--- src/verilog/cps_video_params.svh ---
// screen geometry for a 512x262 raster, sync windows sit inside blanking and must not include 0
`ifndef CPS_VIDEO_PARAMS_SVH
`define CPS_VIDEO_PARAMS_SVH

// horizontal geometry in pixels
`define CPS_HTOTAL      512
`define CPS_HVIS        384

// vertical geometry in lines
`define CPS_VTOTAL      262
`define CPS_VVIS        224

// sync windows, start inclusive and end exclusive
`define CPS_HS_START    416
`define CPS_HS_END      448
`define CPS_VS_START    236
`define CPS_VS_END      239

// colour code that lets the layer behind show through
`define CPS_TRANSP      4'hF

// word address widths of the external memories
`define CPS_VRAM_AW     23
`define CPS_ROM_AW      23

// palette depth, layer bit plus 9-bit pixel
`define CPS_PAL_AW      10

`endif

--- src/verilog/cps_video_pkg.sv ---
// types shared by the video RTL and its testbench, widths follow the params header
`include "cps_video_params.svh"

package cps_video_pkg;

    // layer pixel as stored in the line buffers
    typedef struct packed {
        logic [4:0] pal;
        logic [3:0] code;
    } pixel_t;

    // raster counters
    typedef logic [8:0] hcount_t;
    typedef logic [7:0] vcount_t;

    // palette word, xRGB4
    typedef struct packed {
        logic [3:0] x;
        logic [3:0] r;
        logic [3:0] g;
        logic [3:0] b;
    } rgb_t;

    // memory word addresses
    typedef logic [`CPS_VRAM_AW-1:0] vram_addr_t;
    typedef logic [`CPS_ROM_AW-1:0]  rom_addr_t;

    // palette RAM index, layer bit then pixel
    typedef logic [`CPS_PAL_AW-1:0]  pal_addr_t;

endpackage

--- src/verilog/cps_video_timing.sv ---
// vdump and vrender carry the low 8 bits of a 9-bit line count, so lines 256 to 261 alias onto 0 to 5
`include "cps_video_params.svh"

module cps_video_timing
    import cps_video_pkg::*;
(
    input  logic    clk,
    input  logic    reset,
    input  logic    pxl_cen,

    output hcount_t hdump,
    output vcount_t vdump,
    output vcount_t vrender,
    output logic    line_start,

    output logic    hsync,
    output logic    vsync,
    output logic    hblank,
    output logic    vblank
);

// full line counter with vdump as its low part
logic [8:0] vcnt;
logic [8:0] vnext;

assign vnext = (vcnt == 9'(`CPS_VTOTAL - 1)) ? 9'd0 : vcnt + 9'd1;

always_ff @(posedge clk) begin
    if (reset) begin
        hdump      <= '0;
        vcnt       <= '0;
        line_start <= 1'b0;
    end else begin
        line_start <= 1'b0;
        if (pxl_cen) begin
            if (hdump == hcount_t'(`CPS_HTOTAL - 1)) begin
                hdump      <= '0;
                vcnt       <= vnext;
                // lines up with hdump going back to 0
                line_start <= 1'b1;
            end else begin
                hdump <= hdump + 1'b1;
            end
        end
    end
end

assign vdump   = vcnt[7:0];
// the layers render one line ahead of the display
assign vrender = vnext[7:0];

// window decode straight from the counters
assign hblank = hdump >= hcount_t'(`CPS_HVIS);
assign vblank = vcnt >= 9'(`CPS_VVIS);
assign hsync  = (hdump >= hcount_t'(`CPS_HS_START)) && (hdump < hcount_t'(`CPS_HS_END));
assign vsync  = (vcnt >= 9'(`CPS_VS_START)) && (vcnt < 9'(`CPS_VS_END));

// pixel enable at half the clk rate gives each line the fetch budget of 1024 clks
a_cen_rate: assert property (
    @(posedge clk) disable iff (reset)
    pxl_cen |=> !pxl_cen
);

endmodule

--- config.mk ---
export PLATFORM = sky130hd
export DESIGN_NAME = cps_video_timing
export DESIGN_NICKNAME = d
export VERILOG_FILES = /design/src/verilog/cps_video_pkg.sv /design/src/verilog/cps_video_timing.sv
export VERILOG_INCLUDE_DIRS = /design/src /design/src/verilog
export SDC_FILE = /design/constraint.sdc
export NUM_CORES = 1
export LEC_CHECK = 0
export BUFFER_PORTS_ARGS = -buffer_cell sky130_fd_sc_hd__buf_2
export CAP_MARGIN = 40
export CORE_MARGIN = 2
export CORE_UTILIZATION = 55
export DETAILED_ROUTE_END_ITERATION = 10
export PLACE_DENSITY = 0.81
export SLEW_MARGIN = 0
export SYNTH_ARGS = -nofsm -noshare
export SYNTH_HDL_FRONTEND = slang
export SYNTH_SLANG_ARGS = --single-unit
--- constraint.sdc ---
create_clock -name clk -period 4.3 [get_ports clk]
set_input_delay 0.645 -clock clk [delete_from_list [all_inputs] [get_ports clk]]
set_output_delay 0.645 -clock clk [all_outputs]
set_load 0.01 [all_outputs]
* Word level (Yosys, flattened, before mapping) *
Cells that the tools add are included.

cells by class
  divide/modulo/power cells = 0
  multiply operators = 0
  eq/ne operators = 2
  muxes and demuxes = 3
  $add $sub $neg = 2
  shift operators = 0
  reduce and logical (&&, ||, !) cells = 4
  $lt $le $gt $ge = 6
  bitwise operators = 1

operators by type and width
  kind                                                                                 number
  9-bit by 1-bit adder with 9-bit output, second input constant                        2
  9-bit equality test, second input constant                                           2
  9-bit by 8-bit greater-or-equal comparator with 1-bit output, second input constant  2
  9-bit greater-or-equal comparator, second input constant                             2
  9-bit two-way mux                                                                    2
  9-bit by 8-bit < comparator with 1-bit output, second input constant                 1
  9-bit < comparator, second input constant                                            1
  1-bit logical AND                                                                    2
  2-bit AND reduction                                                                  1
  2-bit OR reduction                                                                   1
  1-bit two-way mux                                                                    1
  1-bit NOT                                                                            1

word-level totals
  bits of input ports = 3
  register bits after elaboration = 19
  bits in latches = 0
  memory bits (read-only) = 0
  memory bits (writable) = 0
  logic and storage cells = 21
  memories kept = 0
  output and inout bits = 30

* Logic depth before layout (Yosys ltp) *
Gate-level depths: netlist of run 1.

  word-level depth = 2
  gate-level depth with buffers = 9
  depth with buffers taken out = 8

* Worst setup path after synthesis of run 1 *
Ideal clock, no wire load.

  path kind = register to output
  start point = register vcnt[0]
  end point = output vrender[1]
  buffers on the path = 1
  cell stages (with the launch flop) = 6
  arrival = 1.185 ns
  required time = 3.655 ns
  slack = 2.470 ns
  cell sequence = dfxtp_1 ha_1 and4bb_1 nand2_4 and2_1 buf_4

on the way
  longest elaborated chain between the ends = 2
  elaborated cells on any way between the ends = 3
  those cells by class = add/sub: 1; eq/ne: 1; mux: 1

ends and longest elaborated chain
  what                                                                           line                    RTL
  start, declared                                                                cps_video_timing.sv:23  logic [8:0] vcnt;
  start signal, assigned                                                         cps_video_timing.sv:38  vcnt <= vnext;
  9-bit by 1-bit adder with 9-bit output or 9-bit equality test (tied branches)  cps_video_timing.sv:26  assign vnext = (vcnt == 9'(`CPS_VTOTAL - 1)) ? 9'd0 : vcnt + 9'd1;
  9-bit two-way mux (*)                                                          cps_video_timing.sv:26
  end, declared                                                                  cps_video_timing.sv:13  output vcount_t vrender,

Mark *: on every way between the ends. The rest lies on a longest branch, timed or not.

* Worst setup path after layout of run 1 *
  start point = register vcnt[0]
  end point = output vrender[6]

Same word-level chain as after synthesis.

==> results.json, run 1 <==
{
  "drc": 0,
  "synth_nets": 151,
  "place_area_mm2": 0.00123,
  "hp-class": "reg2reg",
  "antenna_cells": 0,
  "crit_required_ns": 3.65,
  "p_per_area_mw_per_mm2": 231,
  "rows": 17,
  "setup_viol": 0,
  "cts_buffers": 3,
  "drt_iter0_markers": 23,
  "netlist_area_mm2": 0.00123,
  "async_flop_share": 0,
  "synth-xor-area-share": 0.100,
  "die-area_mm2": 0.00262,
  "finalSetupTns_ns": 0,
  "reg2reg_to": "vcnt[5]",
  "hp-start": "hdump[1]",
  "startpoint_type": "register",
  "clkTransAtPathRegs_ns": 0.11,
  "clock_latency_ns": 0.29,
  "yosysUniqueCellTypes": 31,
  "synth_most_common_cell": "dfxtp_1",
  "outcome": "finished, final reports clean",
  "finalCriticalPeriod_ns": 2.34,
  "cpPeakStageDelay_ns": 0.45,
  "critPathCaptureType": "output pin",
  "ys_ff_latch": 19,
  "via_per_inst": 5.30,
  "coreArea_mm2": 0.00215,
  "cap_violations": 0,
  "final_core_util": 0.585,
  "hold_end": "hdump[1]",
  "critPathTopFamily": "flip-flops",
  "cp_num_buf_inv": 1,
  "drive_gt1_frac": 0.260,
  "cts.sinks": 19,
  "synth_fa_ha_area_frac": 0.0612,
  "gp_congestion": 0.817,
  "synth_top_area_frac": 0.310,
  "hpwl_um": 1620,
  "h-tree-depth": 1,
  "critPathSlowestCell": "dfxtp_1",
  "io_buffers": 32,
  "regToRegStartpoint": "hdump[2]",
  "cp_max_fo": 7,
  "first_pass_iters": 4,
  "vias": 965,
  "grt_pass1_vias": 838,
  "stdcell_area_mm2": 0.00126,
  "finalHoldViolCount": 0,
  "grt_pass1_wl_um": 3640,
  "placed_cells": 178,
  "antenna_found_initial": 0,
  "drt-wirelength-per-cell_um": 11.9,
  "clock_path_buffers": 2,
  "totalWireLength_um": 2160,
  "fmax_mhz": 428,
  "peakVddDrop_mv": 0.175,
  "cp.arrival_ns": 1.69,
  "crit_type": "reg2out",
  "synth_edf_count": 0,
  "final_max_slew_viol_count": 0,
  "dieHeight_um": 51.2,
  "synth_area_per_cell_um2": 8.64,
  "crit_chain": "ha_1, and4_4, nand2_1, xnor2_1, buf_2",
  "yosys.area_share.simple": 0.271,
  "grt_max_degree": 14,
  "ys_top_cells_by_area": "dfxtp_1, buf_4, ha_1",
  "whs_path_depth": 2,
  "max-slew-margin-rel": 0.724,
  "grt-ovfl-total": 0,
  "yosysSeqAreaShare": 0.310,
  "synth_compound_area_frac": 0.0694,
  "die_x_um": 51.2,
  "area_growth_pct": 2.45,
  "post-route-period-util": 0.544,
  "antenna_left": 0,
  "fin_cells": 182,
  "synthFlopType": "dfxtp_1",
  "worst_r2r_path_depth": 8,
  "grt_setup_unrepaired": "false",
  "postCtsHoldBufs": 0,
  "synth_mux_area_frac": 0.0163,
  "cts_tree": "built",
  "leakage_nw": 0.581,
  "nNetsFinal": 164,
  "synthCells": 142,
  "synth.largest_area_cell": "dfxtp_1",
  "post-cts-setup-buffers": 0,
  "initial_core_util": 0.571,
  "boundaryPins": 33,
  "grt_usage": 0.180,
  "cts_resized": 0,
  "synth_common_cells": "dfxtp_1, buf_4, nor2_1",
  "reg2reg_slack_ns": 2.36,
  "cts_root_buffer": "clkbuf_4",
  "ys_warn_count": 0,
  "synth_top_family_by_area": "simple AND/OR/NAND/NOR gates",
  "tightest_slew_ns": 0.413,
  "skew_ns": 0.00149
}
-- through the flow --
stage | power (mW) | hold WS (ns) | setup WS, ns
floorplan | 0.197 | 0.487 | 2.47
finish | 0.290 | 0.537 | 1.96
CTS | 0.292 | 0.537 | 1.96
detailed placement | 0.202 | 0.520 | 2.31
global placement | 0.201 | 0.498 | 2.39
global route | 0.305 | 0.572 | 1.75
-- power breakdown --
part           total [mW]  leakage, nW  internal [mW]  switching (mW)
Combinational      0.0156        0.414        0.00642         0.00914
Sequential          0.182        0.154          0.178         0.00338
Clock              0.0926       0.0139         0.0353          0.0573
-- registers in the layout (all words and copies together), names as in the netlist --
register,count
hdump,9
line_start,1
vcnt,9
-- worst max-delay path by stage --
| stage | startpoint | end | slack (ns) | cells past startpoint |
|---|---|---|---|---|
| 5_1_grt | vcnt[0] | vrender[6] | 1.75 | 5 |
| 3_3_place_gp | vcnt[0] | vrender[1] | 2.39 | 5 |
| 3_5_place_dp | vcnt[0] | vrender[6] | 2.31 | 5 |
| 4_1_cts | vcnt[0] | vrender[6] | 1.96 | 5 |
| 2_1_floorplan | vcnt[0] | vrender[1] | 2.47 | 5 |
| 6_report | vcnt[0] | vrender[6] | 1.96 | 5 |
-- cell type report --
type                       count  area, um^2
fill                         199         892
timing repair buffer          32         160
multi-input combinational     95         636
clock buffer                   3        22.5
tap                           28        35.0
clock inverter                 1        7.51
sequential                    19         380
inverter                       4        15.0
-- cells by family after synthesis --
logic type / Yosys count
flops: 19
compound gates: 15
fa+ha+maj: 6
mux: 2
buf+inv: 28
xor+xnor: 14
simple gates: 58
-- routing by layer --
metal | GRT usage | vias to the layer above | part of all wire | wire, um
met3 | 0.0322 | 4 | 0.048 | 104
met1 | 0.245 | 458 | 0.46 | 1000
met4 | 0.0702 | 0 | 0.011 | 23
met5 | 0 | - | 0 | 0
li1 | - | 484 | - | -
met2 | 0.281 | 19 | 0.48 | 1040
-- layout by cell type (no fill, tap or decap), types with 4 or more instances in the layout --
cell,n
a21oi_1,8
buf_2,32
dfxtp_1,19
ha_1,6
inv_1,4
nand2_1,9
nand2b_1,4
nand3_1,10
nand4_1,4
nor2_1,14
xnor2_1,6
xor2_1,8
-- worst min-delay path, stage by stage (launching register included) --
cell      delay [ns]
dfxtp_1         0.37
nand2b_1        0.08
a21oi_1         0.05
Note: power is estimated with default switching activity, not from simulation.
==> inputs of run 2 (changes only) <==
--- a/config.mk
+++ b/config.mk
@@ -9,9 +9,9 @@
 export BUFFER_PORTS_ARGS = -buffer_cell sky130_fd_sc_hd__buf_2
 export CAP_MARGIN = 40
 export CORE_MARGIN = 2
-export CORE_UTILIZATION = 55
+export CORE_UTILIZATION = 51
 export DETAILED_ROUTE_END_ITERATION = 10
-export PLACE_DENSITY = 0.81
+export PLACE_DENSITY = 0.76
 export SLEW_MARGIN = 0
 export SYNTH_ARGS = -nofsm -noshare
 export SYNTH_HDL_FRONTEND = slang
==> constraint.sdc (replaced) <==
create_clock -name clk -period 2.3 [get_ports clk]
set_input_delay 0.345 -clock clk [delete_from_list [all_inputs] [get_ports clk]]
set_output_delay 0.345 -clock clk [all_outputs]
set_load 0.01 [all_outputs]
==> run 2 against run 1 <==
Compared with the run above: register-to-register slack worse by 1.9 ns; worst hold slack worse by 0.15 ns; clock skew is 0.0039 ns higher; first-iteration DRC count is 61% lower; power is 85% higher; critical path depth stayed put; largest cell class unchanged.
==> results.json, run 2 (same netlist as run 1, synthesis figures left out) <==
{
  "outcome": "finished, final reports clean",
  "clkTransAtPathRegs_ns": 0.11,
  "cap_violations": 0,
  "h-tree-depth": 1,
  "antenna_left": 0,
  "skew_ns": 0.00537,
  "worst_r2r_path_depth": 8,
  "post-route-period-util": 0.884,
  "rows": 17,
  "die_x_um": 53.0,
  "setup_viol": 0,
  "drc": 0,
  "tightest_slew_ns": 0.448,
  "hp-class": "in2reg",
  "final_core_util": 0.561,
  "fill_cells": 231,
  "layout_commonest_cell": "buf_2",
  "place_area_mm2": 0.00123,
  "postCtsHoldBufs": 0,
  "drt_iter0_markers": 9,
  "dieHeight_um": 53.0,
  "clock_latency_ns": 0.29,
  "cts.sinks": 19,
  "antenna_cells": 0,
  "drt-wirelength-per-cell_um": 12.3,
  "area_growth_pct": 2.24,
  "clock_path_buffers": 2,
  "p_per_area_mw_per_mm2": 428,
  "hold_end": "vcnt[5]",
  "post-cts-setup-buffers": 0,
  "grt_pass1_vias": 845,
  "nNetsFinal": 164,
  "first_pass_iters": 3,
  "cp.arrival_ns": 1.69,
  "cts_tree": "built",
  "finalHoldViolCount": 0,
  "via_per_inst": 5.27,
  "cts_buffers": 3,
  "critPathCaptureType": "output pin",
  "hpwl_um": 1690,
  "grt_usage": 0.176,
  "io_buffers": 32,
  "reg2reg_slack_ns": 0.45,
  "startpoint_type": "register",
  "final_max_slew_viol_count": 0,
  "cp_num_buf_inv": 1,
  "whs_ns": 0.382,
  "boundaryPins": 33,
  "die-area_mm2": 0.00281,
  "final_cell_mix": "buf_2, dfxtp_1, nor2_1, nand3_1, nand2_1",
  "grt_setup_unrepaired": "false",
  "peakVddDrop_mv": 0.336,
  "antenna_found_initial": 0,
  "drive_gt1_frac": 0.260,
  "regToRegStartpoint": "hdump[2]",
  "cts_root_buffer": "clkbuf_4",
  "vias": 959,
  "finalSetupTns_ns": 0,
  "cts_resized": 0,
  "crit_required_ns": 1.96,
  "finalCriticalPeriod_ns": 2.03,
  "cp_max_fo": 7,
  "cpPeakStageDelay_ns": 0.46,
  "crit_type": "reg2out",
  "grt_pass1_wl_um": 3650,
  "critPathTopFamily": "flip-flops",
  "whs_path_depth": 2,
  "hp-start": "reset",
  "critPathSlowestCell": "dfxtp_1",
  "grt-ovfl-total": 0,
  "top_regs": "hdump (9), vcnt (9), line_start (1)",
  "coreArea_mm2": 0.00223,
  "totalWireLength_um": 2240,
  "crit_chain": "ha_1, and4_4, nand2_1, xnor2_1, buf_2",
  "grt_max_degree": 14,
  "initial_core_util": 0.549,
  "leakage_nw": 0.585,
  "gp_congestion": 0.789,
  "reg2reg_to": "vcnt[5]",
  "fmax_mhz": 492,
  "max-slew-margin-rel": 0.701,
  "stdcell_area_mm2": 0.00125
}
-- run 2: changes by cell type in the layout (fill, tap and decap cells not counted), sizes merged --
cell and change:
clkinv +1, clkinvlp -1
-- run 2: worst max path at each step --
| stage | cells past startpoint | startpoint | slack, ns | end |
|---|---|---|---|---|
| after floorplan | 9 | hdump[2] | 0.55 | vcnt[5] |
| after global placement | 7 | hdump[2] | 0.54 | vcnt[8] |
| after detailed placement | 8 | hdump[0] | 0.48 | vcnt[5] |
| after CTS | 5 | vcnt[0] | 0.25 | vrender[6] |
| after global routing | 4 | vcnt[2] | 0.12 | vrender[5] |
| final | 5 | vcnt[0] | 0.27 | vrender[6] |
-- run 2: where the power goes --
group | internal, mW | total (mW) | switching [mW] | leakage [nW]
Combinational | 0.0119 | 0.0298 | 0.0179 | 0.414
Sequential | 0.334 | 0.340 | 0.00644 | 0.154
Clock | 0.0646 | 0.166 | 0.101 | 0.0177
-- run 2: layout make-up --
cell class / count / area [um^2] / share of cell area
clock inverter: 1 / 5.00 / 0.00399
tap: 28 / 35.0 / 0.0279
multi-input combinational: 95 / 636 / 0.507
inverter: 4 / 15.0 / 0.0120
timing repair buffer: 32 / 160 / 0.128
sequential: 19 / 380 / 0.303
clock buffer: 3 / 22.5 / 0.0180
-- run 2: through the flow --
step / power (mW) / setup WS, ns / std cells
5_1_grt: 0.564 / 0.122 / 182
2_1_floorplan: 0.368 / 0.555 / 142
3_3_place_gp: 0.376 / 0.545 / 178
3_5_place_dp: 0.378 / 0.481 / 178
4_1_cts: 0.543 / 0.252 / 182
6_report: 0.536 / 0.267 / 182
-- run 2: routing by layer --
| metal | wire [um] | vias to the layer above | track usage | share of wire |
|---|---|---|---|---|
| li1 | - | 485 | - | - |
| met1 | 1020 | 452 | 0.209 | 0.46 |
| met2 | 1100 | 20 | 0.308 | 0.49 |
| met3 | 97 | 2 | 0.0282 | 0.043 |
| met4 | 16 | 0 | 0.0812 | 0.0071 |
| met5 | 0 | - | 0 | 0 |
-- run 2: worst reg2reg max path, stage by stage, from the launching register on --
cell	delay (ns)
dfxtp_1	0.42
and3_1	0.22
nand2_1	0.09
nor2_1	0.14
ha_1	0.21
and2_1	0.30
nand4_1	0.15
xor2_1	0.17
nor2_1	0.05
